==> config.mk <==
export PLATFORM = sky130hd
export DESIGN_NAME = core_top
export DESIGN_NICKNAME = d
export VERILOG_FILES = /design/src/source/pipe_ctrl_pkg.sv /design/src/source/rv_isa_pkg.sv /design/src/source/core_top.sv /design/src/source/execute_stage.sv /design/src/source/csr_file.sv /design/src/source/gpr_file.sv /design/src/source/decode_stage.sv /design/src/source/fetch_stage.sv
export VERILOG_INCLUDE_DIRS = /design/src /design/src/source
export SDC_FILE = /design/constraint.sdc
export NUM_CORES = 2
export LEC_CHECK = 0
export BUFFER_PORTS_ARGS = -buffer_cell sky130_fd_sc_hd__buf_2
export CORE_UTILIZATION = 50
export CTS_BUF_LIST = sky130_fd_sc_hd__clkbuf_8
export DETAILED_ROUTE_END_ITERATION = 10
export MAX_ROUTING_LAYER = met4
export PLACE_DENSITY = 0.66
export SLEW_MARGIN = 5
export SYNTH_ARGS = -nofsm -noshare
export SYNTH_HDL_FRONTEND = slang
export SYNTH_SLANG_ARGS = --single-unit
==> constraint.sdc <==
create_clock -name clock -period 14.3 [get_ports clock]
set_input_delay 3.575 -clock clock [delete_from_list [all_inputs] [get_ports clock]]
set_output_delay 3.575 -clock clock [all_outputs]
set_load 0.05 [all_outputs]
==> src/source/core_cfg.svh <==
`ifndef CORE_CFG_SVH
`define CORE_CFG_SVH

// first fetch address after reset
`define RESET_PC 32'h0000_0000

// addi x0, x0, 0
`define NOP_INST 32'h0000_0013

// machine CSR addresses
`define CSR_MSTATUS 12'h300
`define CSR_MTVEC   12'h305
`define CSR_MEPC    12'h341
`define CSR_MCAUSE  12'h342

// environment call from M-mode
`define MCAUSE_ECALL 32'd11

`endif
==> src/source/pipe_ctrl_pkg.sv <==
package pipe_ctrl_pkg;

  // same encoding as funct3 of the ALU instructions
  typedef enum logic [2:0] {
    ALU_ADD = 3'b000,
    ALU_SHL = 3'b001,
    ALU_LTS = 3'b010,
    ALU_LTU = 3'b011,
    ALU_XOR = 3'b100,
    ALU_SHR = 3'b101,
    ALU_OR  = 3'b110,
    ALU_AND = 3'b111
  } alu_funct_e;

  // jump target kind
  typedef enum logic [2:0] {
    GOTO_NONE       = 3'b000,
    GOTO_PC_REL     = 3'b001,
    GOTO_REG_REL    = 3'b010,
    GOTO_ABS_A      = 3'b011,
    GOTO_BR_NONZERO = 3'b100,
    GOTO_BR_ZERO    = 3'b101
  } goto_e;

  // where the CSR write value comes from
  typedef enum logic [1:0] {
    CSRW_NONE   = 2'b00,
    CSRW_ALU    = 2'b01,
    CSRW_VAL_B  = 2'b10,
    CSRW_EBREAK = 2'b11
  } csrw_e;

  typedef enum logic {
    ST_IDLE = 1'b0,
    ST_HOLD = 1'b1
  } hold_state_e;

endpackage

==> src/source/rv_isa_pkg.sv <==
package rv_isa_pkg;

  // major opcode, instruction bits 6:2
  typedef enum logic [4:0] {
    OP_LOAD   = 5'b00000,
    OP_RI     = 5'b00100,
    OP_AUIPC  = 5'b00101,
    OP_STORE  = 5'b01000,
    OP_RR     = 5'b01100,
    OP_LUI    = 5'b01101,
    OP_BRANCH = 5'b11000,
    OP_JALR   = 5'b11001,
    OP_JAL    = 5'b11011,
    OP_SYS    = 5'b11100
  } opcode_e;

  // branch funct3
  typedef enum logic [2:0] {
    BR_BEQ  = 3'b000,
    BR_BNE  = 3'b001,
    BR_BLT  = 3'b100,
    BR_BGE  = 3'b101,
    BR_BLTU = 3'b110,
    BR_BGEU = 3'b111
  } branch_f3_e;

  // Zicsr funct3, bit 2 picks the zimm forms
  typedef enum logic [2:0] {
    CSRF_RW  = 3'b001,
    CSRF_RS  = 3'b010,
    CSRF_RC  = 3'b011,
    CSRF_RWI = 3'b101,
    CSRF_RSI = 3'b110,
    CSRF_RCI = 3'b111
  } csr_f3_e;

endpackage

==> src/source/core_top.sv <==
`timescale 1ns/10ps

module core_top (
  input  logic        clock,
  input  logic        reset,
  output logic [31:0] imem_addr,
  input  logic [31:0] imem_data,
  output logic [31:0] dmem_addr,
  output logic [31:0] dmem_wdata,
  output logic        dmem_wen,
  output logic [1:0]  dmem_size,
  input  logic [31:0] dmem_rdata,
  output logic        retire_valid,
  input  logic        retire_ready,
  output logic [31:0] retire_pc,
  output logic [4:0]  retire_rd,
  output logic [31:0] retire_data,
  output logic [31:0] retire_next_pc,
  output logic        halt
);

  pipe_ctrl_pkg::alu_funct_e alu_funct;
  pipe_ctrl_pkg::goto_e      goto;
  pipe_ctrl_pkg::csrw_e      csrw;
  logic        f_valid, d_in_ready, d_out_valid, e_in_ready, flush;
  logic        alu_src, alu_sw, rd_src;
  logic        gpr_wen, csr_wen, ecall_mark;
  logic [31:0] f_pc, f_inst, d_out_pc, redirect_pc;
  logic [31:0] val_a, val_b, val_c;
  logic [31:0] gpr_rdata1, gpr_rdata2, gpr_wdata, csr_rdata, csr_wdata;
  logic [4:0]  rd, exec_rd, gpr_raddr1, gpr_raddr2, gpr_waddr;
  logic [11:0] csr_raddr, csr_waddr;
  logic [3:0]  ls;

  fetch_stage i_fetch (
    .clock, .reset, .imem_addr, .imem_data,
    .out_valid(f_valid), .out_pc(f_pc), .out_inst(f_inst), .out_ready(d_in_ready),
    .flush, .redirect_pc, .halt
  );

  decode_stage i_decode (
    .clock, .reset, .gpr_raddr1, .gpr_rdata1, .gpr_raddr2, .gpr_rdata2,
    .csr_raddr, .csr_rdata, .flush, .exec_rd,
    .in_ready(d_in_ready), .in_valid(f_valid), .in_pc(f_pc), .in_inst(f_inst),
    .out_ready(e_in_ready), .out_valid(d_out_valid), .out_pc(d_out_pc), .out_inst(),
    .out_val_a(val_a), .out_val_b(val_b), .out_val_c(val_c), .out_alu_src(alu_src),
    .out_alu_funct(alu_funct), .out_alu_sw(alu_sw), .out_rd(rd), .out_rd_src(rd_src),
    .out_ls(ls), .out_goto(goto), .out_csrw(csrw)
  );

  gpr_file i_gpr (
    .clock, .reset, .raddr1(gpr_raddr1), .rdata1(gpr_rdata1), .raddr2(gpr_raddr2),
    .rdata2(gpr_rdata2), .wen(gpr_wen), .waddr(gpr_waddr), .wdata(gpr_wdata)
  );

  csr_file i_csr (
    .clock, .reset, .raddr(csr_raddr), .rdata(csr_rdata), .wen(csr_wen),
    .waddr(csr_waddr), .wdata(csr_wdata), .ecall_mark
  );

  execute_stage i_execute (
    .clock, .reset, .in_valid(d_out_valid), .in_ready(e_in_ready), .in_pc(d_out_pc),
    .in_val_a(val_a), .in_val_b(val_b), .in_val_c(val_c), .in_alu_src(alu_src),
    .in_alu_funct(alu_funct), .in_alu_sw(alu_sw), .in_rd(rd), .in_rd_src(rd_src),
    .in_ls(ls), .in_goto(goto), .in_csrw(csrw), .exec_rd,
    .gpr_wen, .gpr_waddr, .gpr_wdata, .csr_wen, .csr_waddr, .csr_wdata, .ecall_mark,
    .dmem_addr, .dmem_wdata, .dmem_wen, .dmem_size, .dmem_rdata,
    .flush, .redirect_pc, .halt, .retire_valid, .retire_ready,
    .retire_pc, .retire_rd, .retire_data, .retire_next_pc
  );

endmodule

==> src/source/execute_stage.sv <==
`timescale 1ns/10ps

module execute_stage (
  input  logic                      clock,
  input  logic                      reset,
  input  logic                      in_valid,
  output logic                      in_ready,
  input  logic [31:0]               in_pc,
  input  logic [31:0]               in_val_a,
  input  logic [31:0]               in_val_b,
  input  logic [31:0]               in_val_c,
  input  logic                      in_alu_src,
  input  pipe_ctrl_pkg::alu_funct_e in_alu_funct,
  input  logic                      in_alu_sw,
  input  logic [4:0]                in_rd,
  input  logic                      in_rd_src,
  input  logic [3:0]                in_ls,
  input  pipe_ctrl_pkg::goto_e      in_goto,
  input  pipe_ctrl_pkg::csrw_e      in_csrw,
  output logic [4:0]                exec_rd,
  output logic                      gpr_wen,
  output logic [4:0]                gpr_waddr,
  output logic [31:0]               gpr_wdata,
  output logic                      csr_wen,
  output logic [11:0]               csr_waddr,
  output logic [31:0]               csr_wdata,
  output logic                      ecall_mark,
  output logic [31:0]               dmem_addr,
  output logic [31:0]               dmem_wdata,
  output logic                      dmem_wen,
  output logic [1:0]                dmem_size,
  input  logic [31:0]               dmem_rdata,
  output logic                      flush,
  output logic [31:0]               redirect_pc,
  output logic                      halt,
  output logic                      retire_valid,
  input  logic                      retire_ready,
  output logic [31:0]               retire_pc,
  output logic [4:0]                retire_rd,
  output logic [31:0]               retire_data,
  output logic [31:0]               retire_next_pc
);

  pipe_ctrl_pkg::alu_funct_e alu_funct;
  pipe_ctrl_pkg::goto_e      goto;
  pipe_ctrl_pkg::csrw_e      csrw;
  logic        valid, alu_src, alu_sw, rd_src, fire, taken;
  logic [31:0] pc, val_a, val_b, val_c;
  logic [31:0] alu_a, alu_res, load_val, rd_val, target;
  logic [4:0]  rd;
  logic [3:0]  ls;

  assign fire = valid & retire_ready;
  // an ebreak in hand blocks further intake
  assign in_ready = ~halt & (~valid | (retire_ready & (csrw != pipe_ctrl_pkg::CSRW_EBREAK)));
  assign exec_rd = valid ? rd : 5'h0;

  always_ff @(posedge clock) begin
    if (reset) begin
      valid <= 1'b0;
      halt  <= 1'b0;
    end else begin
      if (in_valid & in_ready) begin
        valid <= 1'b1;
      end else if (fire) begin
        valid <= 1'b0;
      end
      if (fire && (csrw == pipe_ctrl_pkg::CSRW_EBREAK)) begin
        halt <= 1'b1;
      end
    end
  end

  always_ff @(posedge clock) begin
    if (in_valid & in_ready) begin
      pc        <= in_pc;
      val_a     <= in_val_a;
      val_b     <= in_val_b;
      val_c     <= in_val_c;
      alu_src   <= in_alu_src;
      alu_funct <= in_alu_funct;
      alu_sw    <= in_alu_sw;
      rd        <= in_rd;
      rd_src    <= in_rd_src;
      ls        <= in_ls;
      goto      <= in_goto;
      csrw      <= in_csrw;
    end
  end

  assign alu_a = alu_src ? pc : val_a;

  always_comb begin
    case (alu_funct)
      pipe_ctrl_pkg::ALU_ADD: alu_res = alu_sw ? alu_a - val_b : alu_a + val_b;
      pipe_ctrl_pkg::ALU_SHL: alu_res = alu_a << val_b[4:0];
      pipe_ctrl_pkg::ALU_LTS: alu_res = {31'h0, $signed(alu_a) < $signed(val_b)};
      pipe_ctrl_pkg::ALU_LTU: alu_res = {31'h0, alu_a < val_b};
      pipe_ctrl_pkg::ALU_XOR: alu_res = alu_a ^ val_b;
      pipe_ctrl_pkg::ALU_SHR: begin
        // arithmetic shift keeps the sign bit
        if (alu_sw) begin
          alu_res = $signed(alu_a) >>> val_b[4:0];
        end else begin
          alu_res = alu_a >> val_b[4:0];
        end
      end
      pipe_ctrl_pkg::ALU_OR:  alu_res = alu_a | val_b;
      // switched AND clears bits for csrrc
      default: alu_res = alu_sw ? alu_a & ~val_b : alu_a & val_b;
    endcase
  end

  // ls[2] selects sign extension on loads
  always_comb begin
    case (ls[1:0])
      2'b00:   load_val = {{24{ls[2] & dmem_rdata[7]}}, dmem_rdata[7:0]};
      2'b01:   load_val = {{16{ls[2] & dmem_rdata[15]}}, dmem_rdata[15:0]};
      default: load_val = dmem_rdata;
    endcase
    case (goto)
      pipe_ctrl_pkg::GOTO_NONE:       taken = 1'b0;
      pipe_ctrl_pkg::GOTO_BR_NONZERO: taken = |alu_res;
      pipe_ctrl_pkg::GOTO_BR_ZERO:    taken = ~|alu_res;
      default:                        taken = 1'b1;
    endcase
    case (goto)
      pipe_ctrl_pkg::GOTO_REG_REL: target = (val_a + val_c) & ~32'h1;
      pipe_ctrl_pkg::GOTO_ABS_A:   target = val_a;
      default:                     target = pc + val_c;
    endcase
  end

  assign rd_val = ls[3] ? load_val : (rd_src ? val_a : alu_res);

  assign gpr_wen   = fire & (rd != 5'h0);
  assign gpr_waddr = rd;
  assign gpr_wdata = rd_val;

  assign csr_wen    = fire & ((csrw == pipe_ctrl_pkg::CSRW_ALU) |
                              (csrw == pipe_ctrl_pkg::CSRW_VAL_B));
  assign csr_waddr  = val_c[11:0];
  assign csr_wdata  = (csrw == pipe_ctrl_pkg::CSRW_ALU) ? alu_res : val_b;
  // ecall is the only jump that writes a CSR
  assign ecall_mark = fire & (csrw == pipe_ctrl_pkg::CSRW_VAL_B) &
                      (goto == pipe_ctrl_pkg::GOTO_ABS_A);

  assign dmem_addr  = alu_res;
  assign dmem_wdata = val_c;
  assign dmem_size  = ls[1:0];
  assign dmem_wen   = fire & ~ls[3] & ls[2];

  assign flush       = fire & taken;
  assign redirect_pc = target;

  assign retire_valid   = valid;
  assign retire_pc      = pc;
  assign retire_rd      = rd;
  assign retire_data    = (rd == 5'h0) ? 32'h0 : rd_val;
  assign retire_next_pc = taken ? target : pc + 32'd4;

  assert property (@(posedge clock) disable iff (reset)
    retire_valid & ~retire_ready |=> retire_valid & $stable(retire_pc) &
      $stable(retire_rd) & $stable(retire_data) & $stable(retire_next_pc));

endmodule

==> src/source/csr_file.sv <==
`timescale 1ns/10ps
`include "core_cfg.svh"

module csr_file (
  input  logic        clock,
  input  logic        reset,
  input  logic [11:0] raddr,
  output logic [31:0] rdata,
  input  logic        wen,
  input  logic [11:0] waddr,
  input  logic [31:0] wdata,
  input  logic        ecall_mark
);

  logic [31:0] mstatus, mtvec, mepc, mcause;

  always_comb begin
    case (raddr)
      `CSR_MSTATUS: rdata = mstatus;
      `CSR_MTVEC:   rdata = mtvec;
      `CSR_MEPC:    rdata = mepc;
      `CSR_MCAUSE:  rdata = mcause;
      default:      rdata = 32'h0;
    endcase
  end

  always_ff @(posedge clock) begin
    if (reset) begin
      mstatus <= 32'h0;
      mtvec   <= 32'h0;
      mepc    <= 32'h0;
      mcause  <= 32'h0;
    end else begin
      if (wen) begin
        case (waddr)
          `CSR_MSTATUS: mstatus <= wdata;
          `CSR_MTVEC:   mtvec <= wdata;
          `CSR_MEPC:    mepc <= wdata;
          `CSR_MCAUSE:  mcause <= wdata;
          default: ;
        endcase
      end
      // cause lands together with the mepc write of ecall
      if (ecall_mark) begin
        mcause <= `MCAUSE_ECALL;
      end
    end
  end

endmodule

==> src/source/gpr_file.sv <==
`timescale 1ns/10ps

module gpr_file (
  input  logic        clock,
  input  logic        reset,
  input  logic [4:0]  raddr1,
  output logic [31:0] rdata1,
  input  logic [4:0]  raddr2,
  output logic [31:0] rdata2,
  input  logic        wen,
  input  logic [4:0]  waddr,
  input  logic [31:0] wdata
);

  logic [31:0] regs [32];

  assign rdata1 = regs[raddr1];
  assign rdata2 = regs[raddr2];

  always_ff @(posedge clock) begin
    if (reset) begin
      for (int i = 0; i < 32; i++) begin
        regs[i] <= 32'h0;
      end
    end else if (wen && (waddr != 5'h0)) begin
      // x0 is never written, so it keeps its reset zero
      regs[waddr] <= wdata;
    end
  end

endmodule

==> src/source/decode_stage.sv <==
`timescale 1ns/10ps
`include "core_cfg.svh"

module decode_stage (
  input  logic                      clock,
  input  logic                      reset,
  output logic [4:0]                gpr_raddr1,
  input  logic [31:0]               gpr_rdata1,
  output logic [4:0]                gpr_raddr2,
  input  logic [31:0]               gpr_rdata2,
  output logic [11:0]               csr_raddr,
  input  logic [31:0]               csr_rdata,
  input  logic                      flush,
  input  logic [4:0]                exec_rd,
  output logic                      in_ready,
  input  logic                      in_valid,
  input  logic [31:0]               in_pc,
  input  logic [31:0]               in_inst,
  input  logic                      out_ready,
  output logic                      out_valid,
  output logic [31:0]               out_pc,
  output logic [31:0]               out_inst,
  output logic [31:0]               out_val_a,
  output logic [31:0]               out_val_b,
  output logic [31:0]               out_val_c,
  output logic                      out_alu_src,
  output pipe_ctrl_pkg::alu_funct_e out_alu_funct,
  output logic                      out_alu_sw,
  output logic [4:0]                out_rd,
  output logic                      out_rd_src,
  output logic [3:0]                out_ls,
  output pipe_ctrl_pkg::goto_e      out_goto,
  output pipe_ctrl_pkg::csrw_e      out_csrw
);

  pipe_ctrl_pkg::hold_state_e state;
  rv_isa_pkg::opcode_e        opcode;
  pipe_ctrl_pkg::alu_funct_e  sys_funct;
  pipe_ctrl_pkg::alu_funct_e  br_funct;
  pipe_ctrl_pkg::goto_e       br_goto;
  logic [2:0]  funct3;
  logic [31:0] imm_i, imm_s, imm_b, imm_u, imm_j, imm_z;
  logic [4:0]  rs1, rs2;
  logic        need_rs1, need_rs2, gpr_raw;
  logic        zicsr, ebreak;

  assign in_ready = (state == pipe_ctrl_pkg::ST_IDLE) | (out_valid & out_ready) | flush;
  assign out_valid = (state == pipe_ctrl_pkg::ST_HOLD) & ~flush & ~gpr_raw;

  always_ff @(posedge clock) begin
    if (reset) begin
      state    <= pipe_ctrl_pkg::ST_IDLE;
      out_pc   <= `RESET_PC;
      out_inst <= `NOP_INST;
    end else if (in_ready & in_valid) begin
      state    <= pipe_ctrl_pkg::ST_HOLD;
      out_pc   <= in_pc;
      out_inst <= in_inst;
    end else if (in_ready) begin
      state <= pipe_ctrl_pkg::ST_IDLE;
    end
  end

  assign opcode = rv_isa_pkg::opcode_e'(out_inst[6:2]);
  assign funct3 = out_inst[14:12];
  assign rs1    = out_inst[19:15];
  assign rs2    = out_inst[24:20];

  assign imm_i = {{20{out_inst[31]}}, out_inst[31:20]};
  assign imm_s = {{20{out_inst[31]}}, out_inst[31:25], out_inst[11:7]};
  assign imm_b = {{20{out_inst[31]}}, out_inst[7], out_inst[30:25], out_inst[11:8], 1'b0};
  assign imm_u = {out_inst[31:12], 12'h0};
  assign imm_j = {{12{out_inst[31]}}, out_inst[19:12], out_inst[20], out_inst[30:21], 1'b0};
  assign imm_z = {27'h0, rs1};

  assign gpr_raddr1 = rs1;
  assign gpr_raddr2 = rs2;

  // only Zicsr has a nonzero funct3 among system instructions
  assign zicsr  = |funct3;
  assign ebreak = out_inst[21:20] == 2'b01;
  // ecall reads mtvec, mret reads mepc
  assign csr_raddr = zicsr ? out_inst[31:20] : (out_inst[21] ? `CSR_MEPC : `CSR_MTVEC);

  always_comb begin
    case (opcode)
      rv_isa_pkg::OP_JALR, rv_isa_pkg::OP_BRANCH, rv_isa_pkg::OP_LOAD,
      rv_isa_pkg::OP_STORE, rv_isa_pkg::OP_RI, rv_isa_pkg::OP_RR: need_rs1 = 1'b1;
      rv_isa_pkg::OP_SYS: need_rs1 = zicsr & ~funct3[2];
      default: need_rs1 = 1'b0;
    endcase
    need_rs2 = (opcode == rv_isa_pkg::OP_BRANCH) | (opcode == rv_isa_pkg::OP_STORE) |
               (opcode == rv_isa_pkg::OP_RR);
  end

  // stall while execute still owes a needed source
  assign gpr_raw = (need_rs1 & (|rs1) & (rs1 == exec_rd)) |
                   (need_rs2 & (|rs2) & (rs2 == exec_rd));

  always_comb begin
    case (rv_isa_pkg::csr_f3_e'(funct3))
      rv_isa_pkg::CSRF_RS, rv_isa_pkg::CSRF_RSI: sys_funct = pipe_ctrl_pkg::ALU_OR;
      rv_isa_pkg::CSRF_RC, rv_isa_pkg::CSRF_RCI: sys_funct = pipe_ctrl_pkg::ALU_AND;
      default: sys_funct = pipe_ctrl_pkg::ALU_ADD;
    endcase
    // branch compares, then a zero test of the result
    case (rv_isa_pkg::branch_f3_e'(funct3))
      rv_isa_pkg::BR_BLT, rv_isa_pkg::BR_BGE: br_funct = pipe_ctrl_pkg::ALU_LTS;
      rv_isa_pkg::BR_BLTU, rv_isa_pkg::BR_BGEU: br_funct = pipe_ctrl_pkg::ALU_LTU;
      default: br_funct = pipe_ctrl_pkg::ALU_XOR;
    endcase
    case (rv_isa_pkg::branch_f3_e'(funct3))
      rv_isa_pkg::BR_BEQ, rv_isa_pkg::BR_BGE, rv_isa_pkg::BR_BGEU:
        br_goto = pipe_ctrl_pkg::GOTO_BR_ZERO;
      default: br_goto = pipe_ctrl_pkg::GOTO_BR_NONZERO;
    endcase
  end

  always_comb begin
    out_val_a     = 32'h0;
    out_val_b     = 32'h0;
    out_val_c     = 32'h0;
    out_alu_src   = 1'b0;
    out_alu_funct = pipe_ctrl_pkg::ALU_ADD;
    out_alu_sw    = 1'b0;
    out_rd        = out_inst[11:7];
    out_rd_src    = 1'b0;
    out_ls        = 4'h0;
    out_goto      = pipe_ctrl_pkg::GOTO_NONE;
    out_csrw      = pipe_ctrl_pkg::CSRW_NONE;
    case (opcode)
      rv_isa_pkg::OP_LUI: out_val_b = imm_u;
      rv_isa_pkg::OP_AUIPC: begin
        out_val_b   = imm_u;
        out_alu_src = 1'b1;
      end
      // link value is pc + 4
      rv_isa_pkg::OP_JAL, rv_isa_pkg::OP_JALR: begin
        out_val_a   = gpr_rdata1;
        out_val_b   = 32'h4;
        out_val_c   = (opcode == rv_isa_pkg::OP_JAL) ? imm_j : imm_i;
        out_alu_src = 1'b1;
        out_goto    = (opcode == rv_isa_pkg::OP_JAL) ? pipe_ctrl_pkg::GOTO_PC_REL :
                                                       pipe_ctrl_pkg::GOTO_REG_REL;
      end
      rv_isa_pkg::OP_BRANCH: begin
        out_val_a     = gpr_rdata1;
        out_val_b     = gpr_rdata2;
        out_val_c     = imm_b;
        out_alu_funct = br_funct;
        out_rd        = 5'h0;
        out_goto      = br_goto;
      end
      rv_isa_pkg::OP_LOAD: begin
        out_val_a = gpr_rdata1;
        out_val_b = imm_i;
        out_ls    = {1'b1, ~funct3[2], funct3[1:0]};
      end
      rv_isa_pkg::OP_STORE: begin
        out_val_a = gpr_rdata1;
        out_val_b = imm_s;
        out_val_c = gpr_rdata2;
        out_rd    = 5'h0;
        out_ls    = {2'b01, funct3[1:0]};
      end
      rv_isa_pkg::OP_RI, rv_isa_pkg::OP_RR: begin
        out_val_a     = gpr_rdata1;
        out_val_b     = (opcode == rv_isa_pkg::OP_RR) ? gpr_rdata2 : imm_i;
        out_alu_funct = pipe_ctrl_pkg::alu_funct_e'(funct3);
        out_alu_sw    = out_inst[30] & ((opcode == rv_isa_pkg::OP_RR) |
                        (funct3 == pipe_ctrl_pkg::ALU_SHR));
      end
      // ecall writes pc into mepc, Zicsr writes the named CSR
      rv_isa_pkg::OP_SYS: begin
        out_val_a     = csr_rdata;
        out_val_b     = zicsr ? (funct3[2] ? imm_z : gpr_rdata1) : out_pc;
        out_val_c     = {20'h0, zicsr ? out_inst[31:20] : `CSR_MEPC};
        out_alu_funct = sys_funct;
        out_alu_sw    = &funct3[1:0];
        out_rd_src    = 1'b1;
        out_goto      = (zicsr | ebreak) ? pipe_ctrl_pkg::GOTO_NONE : pipe_ctrl_pkg::GOTO_ABS_A;
        if (zicsr) begin
          out_csrw = (funct3[1:0] == 2'b01) ? pipe_ctrl_pkg::CSRW_VAL_B : pipe_ctrl_pkg::CSRW_ALU;
        end else if (ebreak) begin
          out_csrw = pipe_ctrl_pkg::CSRW_EBREAK;
        end else if (!out_inst[21]) begin
          out_csrw = pipe_ctrl_pkg::CSRW_VAL_B;
        end
      end
      default: ;
    endcase
  end

  // an offered item waits unchanged until it moves, unless a flush squashes it
  assert property (@(posedge clock) disable iff (reset)
    out_valid & ~out_ready |=> flush | (out_valid & $stable(out_pc) & $stable(out_inst)));

endmodule

==> src/source/fetch_stage.sv <==
`timescale 1ns/10ps
`include "core_cfg.svh"

module fetch_stage (
  input  logic        clock,
  input  logic        reset,
  output logic [31:0] imem_addr,
  input  logic [31:0] imem_data,
  output logic        out_valid,
  output logic [31:0] out_pc,
  output logic [31:0] out_inst,
  input  logic        out_ready,
  input  logic        flush,
  input  logic [31:0] redirect_pc,
  input  logic        halt
);

  pipe_ctrl_pkg::hold_state_e state;
  logic [31:0] pc;
  logic        load;

  assign imem_addr = pc;
  assign out_valid = (state == pipe_ctrl_pkg::ST_HOLD) & ~flush;
  // buffer is free when empty or when its word leaves this cycle
  assign load = ~halt & ((state == pipe_ctrl_pkg::ST_IDLE) | out_ready);

  always_ff @(posedge clock) begin
    if (reset) begin
      state    <= pipe_ctrl_pkg::ST_IDLE;
      pc       <= `RESET_PC;
      out_pc   <= `RESET_PC;
      out_inst <= `NOP_INST;
    end else if (flush) begin
      state <= pipe_ctrl_pkg::ST_IDLE;
      pc    <= redirect_pc;
    end else if (load) begin
      state    <= pipe_ctrl_pkg::ST_HOLD;
      pc       <= pc + 32'd4;
      out_pc   <= pc;
      out_inst <= imem_data;
    end else if (out_valid & out_ready) begin
      state <= pipe_ctrl_pkg::ST_IDLE;
    end
  end

endmodule

==> impl_metrics.yaml <==
die:
  die-area_um2: 178000
  core_area_um2: 175000
  ios: 269
  num_rows: 153
  die_x_um: 422
  die_height_um: 422
  initial_utilization: 0.506
sta:
  tightestPinTransition_ns: 1.40
  fin_crit_sh: 0.901
  rsz0062_at_grt: "false"
  fmax_ghz: 0.0776
  min_period_ns: 12.88
  clock_skew_ns: 0.141
  finalHoldViolCount: 0
  maxSlewViolCount: 0
  timing.hold.ws_ns: 0.401
  tns_ns: 0
  relSlewSlack: 0.0579
  setup_violations: 0
synth:
  synth_top_cell_area_share: 0.399
  yosysUniqueCellTypes: 97
  yosysSeqAreaShare: 0.466
  ys_async_sr_fraction: 0
  synth_ff_type: "edfxtp_1"
  syn_area_um2: 88300
  synth_area_leaders: "edfxtp_1 (40%), mux4_2 (18%), dfxtp_1 (6.8%), nor2_1 (5.6%), mux2i_1 (4.2%)"
  yosysWarnings: 0
  synth.avg_cell_area_um2: 11.4
  synth-edff-count: 1172
  synth_top_cell_by_area: "edfxtp_1"
  ys_ff_latch: 1470
  syn_inst: 7734
worst_setup_path:
  cp.depth: 18
  cp_max_fo: 98
  cp.required_ns: 10.72
  reg2regPathDepth: 17
  crit_type: "register to output pin"
  crit_path_end_kind: "output pin"
  crit_arrival_ns: 9.31
  crit_chain: "buf_12 > mux2i_1 > ha_1 > a2111o_1 > o21ai_0 > o21ai_0 > a221oi_1 > o21ai_0 > xor2_1 > a221oi_1 > nand4bb_1 > nor4_1 > o211a_1 > buf_4 > nand2_1 > buf_4 > mux2_1 > buf_2"
  critical_path_buf_inv_count: 4
  max_stage_delay_ns: 1.13
  slowest_stage: "nor4_1"
  startpoint_type: "register"
  cp_top_family: "compound AO/OA/AOI/OAI gates"
  crit_top_cell: "o21ai_0"
clocking:
  clkTransAtPathRegs_ns: 0.07
  htree_num_levels: 4
  clock_sink_count: 1470
  cts_tree: "yes"
  cts_buffers: 237
  postCtsSetupBuffers: 0
  ctsResizeCount: 0
  cts_hold_buf: 0
  cts_buffer_depth: 3
  cts-root-buf: "clkbuf_8"
  clk_latency_ns: 1.03
cells_and_area:
  multi_input_area_um2: 44100
  drive_gt1_frac: 0.219
  final_cell_mix: "nor2_1 (1,311), edfxtp_1 (1,172), nand2_1 (759), mux4_2 (697), mux2i_1 (370)"
  nNetsFinal: 8077
  ff_latch_area_um2: 41200
  final_common_cell: "nor2_1"
  nFillCells: 14800
  stdcell_area_um2: 97000
  syn2layout_area_growth_pct: 9.85
  final_core_util: 0.555
pwr:
  p_int_uw: 7770
  clockPowerShare: 0.287
  p_per_area_nw_per_um2: 129
  sw_frac_of_total: 0.378
  seqPwrFrac: 0.401
  p_switching_uw: 4720
  power.leakage_uw: 0.0352
  ir_drop_uv: 117
  pwr-share-comb: 0.312
placement:
  globalplace.congestion: 1.07
  portBuffers: 266
  place_hpwl_um: 240000
  placed_area_um2: 92200
grt:
  grt_overflow: 0
  grt_pass1_wl_um: 499000
  track_usage: 0.404
  grt_pass1_vias: 68800
  grt_max_degree: 132
  antenna_found_initial: 17
status:
  status: "completed"
route:
  drt_first_pass_iters: 7
  remaining_drc_errors: 0
  vias_per_cell: 6.84
  num_vias: 71000
  drtIter0Drc: 10400
  drt-wirelength-per-cell_um: 34.3
  ant_nets: 0
  drt-total-wl_um: 355000
job:
  maxCapViolCount: 0
min_path:
  holdPathStages: 2
  hold_class: "register to register"
## power by group through the flow
stage	clock network, µW	logic (µW)	registers [µW]
floorplan	0	2370	5070
global placement	0	3740	5070
detailed placement	0	3750	5080
CTS	3610	3770	4990
global route	3790	4010	5010
finish	3580	3900	5000
## state kept, by name (all words and copies together) (netlist names), 4 cells and up, named ones only
| signal | cells |
|---|---|
| i_csr.mcause | 32 |
| i_csr.mepc | 32 |
| i_csr.mstatus | 32 |
| i_csr.mtvec | 32 |
| i_decode.out_inst | 30 |
| i_decode.out_pc | 32 |
| i_execute.dmem_wdata | 32 |
| i_execute.gpr_waddr | 5 |
| i_execute.ls | 4 |
| i_execute.retire_pc | 32 |
| i_execute.val_a | 32 |
| i_execute.val_b | 32 |
| i_fetch.imem_addr | 32 |
| i_fetch.out_inst | 30 |
| i_fetch.out_pc | 32 |
| i_gpr.regs | 1024 |
## path summary, 6_finish.rpt
| path | startpoint | endpoint | slack, ns |
|---|---|---|---|
| worst max-delay path | i_execute.alu_src | retire_next_pc[3] | 1.42 |
| worst min-delay path | i_fetch.out_inst[2] | i_decode.out_inst[2] | 0.40 |
| worst max register to register | i_execute.alu_src | i_execute.val_a[25] | 5.13 |
| worst min register to register | i_fetch.out_inst[2] | i_decode.out_inst[2] | 0.40 |
## synth_stat cells, drive strengths merged, types with 28 or more instances
cell    number
nand2      806
nand2b      28
nand4       48
nor2b       44
a22o        42
mux2        91
xor2        67
and3        39
clkbuf     535
a211oi      93
a221oi      70
a21o        34
a31oi       49
mux2i      371
ha         178
a21oi      354
nor3        72
o21ai      242
and2        30
nor2      1316
o22ai       67
dfxtp      298
buf        179
nand3       92
o211ai      59
mux4       697
xnor2      106
edfxtp    1172
inv        143
## worst reg2reg max path, cell delays in order (launching register included)
cell       delay, ns
edfxtp_1        0.39
buf_12          0.42
mux2i_1         1.02
ha_1            0.48
a2111o_1        0.41
o21ai_0         0.41
o21ai_0         0.24
a221oi_1        0.53
o21ai_0         0.24
xor2_1          0.18
a221oi_1        0.55
nand4bb_1       0.81
nor4bb_1        1.06
mux2_4          0.38
nor3_4          0.06
buf_4           0.27
nor2_4          0.59
buf_12          0.57
## stage by stage
| step | setup WS (ns) | instances | total power (µW) |
|---|---|---|---|
| after global placement | 2.94 | 9912 | 8810 |
| after CTS | 1.86 | 10300 | 12400 |
| after floorplan | 1.71 | 7765 | 7440 |
| final | 1.42 | 10400 | 12500 |
| after detailed placement | 2.87 | 9912 | 8840 |
| after global routing | 1.26 | 10400 | 12800 |
## kinds of logic (layout without fill, tap and decap cells)
group           Yosys count  in the layout  share of synthesized area
compound gates         1296           1296                     0.0967
other cells               1             55                  0.0000425
buf+inv                 861           1118                     0.0392
fa+ha+maj               182            182                     0.0261
mux                    1159           1159                      0.232
simple gates           2592           2592                      0.123
flops                  1470           1470                      0.466
xor+xnor                173            173                     0.0172
## metal layers
metal	wire, µm	vias up	track usage
met5	0	-	-
met4	26300	0	0.252
met3	40900	1255	0.0974
met2	166000	4977	0.623
met1	123000	35400	0.478
li1	-	29300	-
## area by class of cell
cell class	count	area share
Timing Repair Buffer	538	0.0358
Sequential cell	1470	0.425
Multi-Input combinational cell	5434	0.455
Clock inverter	178	0.0118
Inverter	147	0.00577
Antenna cell	23	0.000594
Clock buffer	255	0.0362
Tap cell	2325	0.0300
No activity file was read; power rests on OpenSTA's default activity.
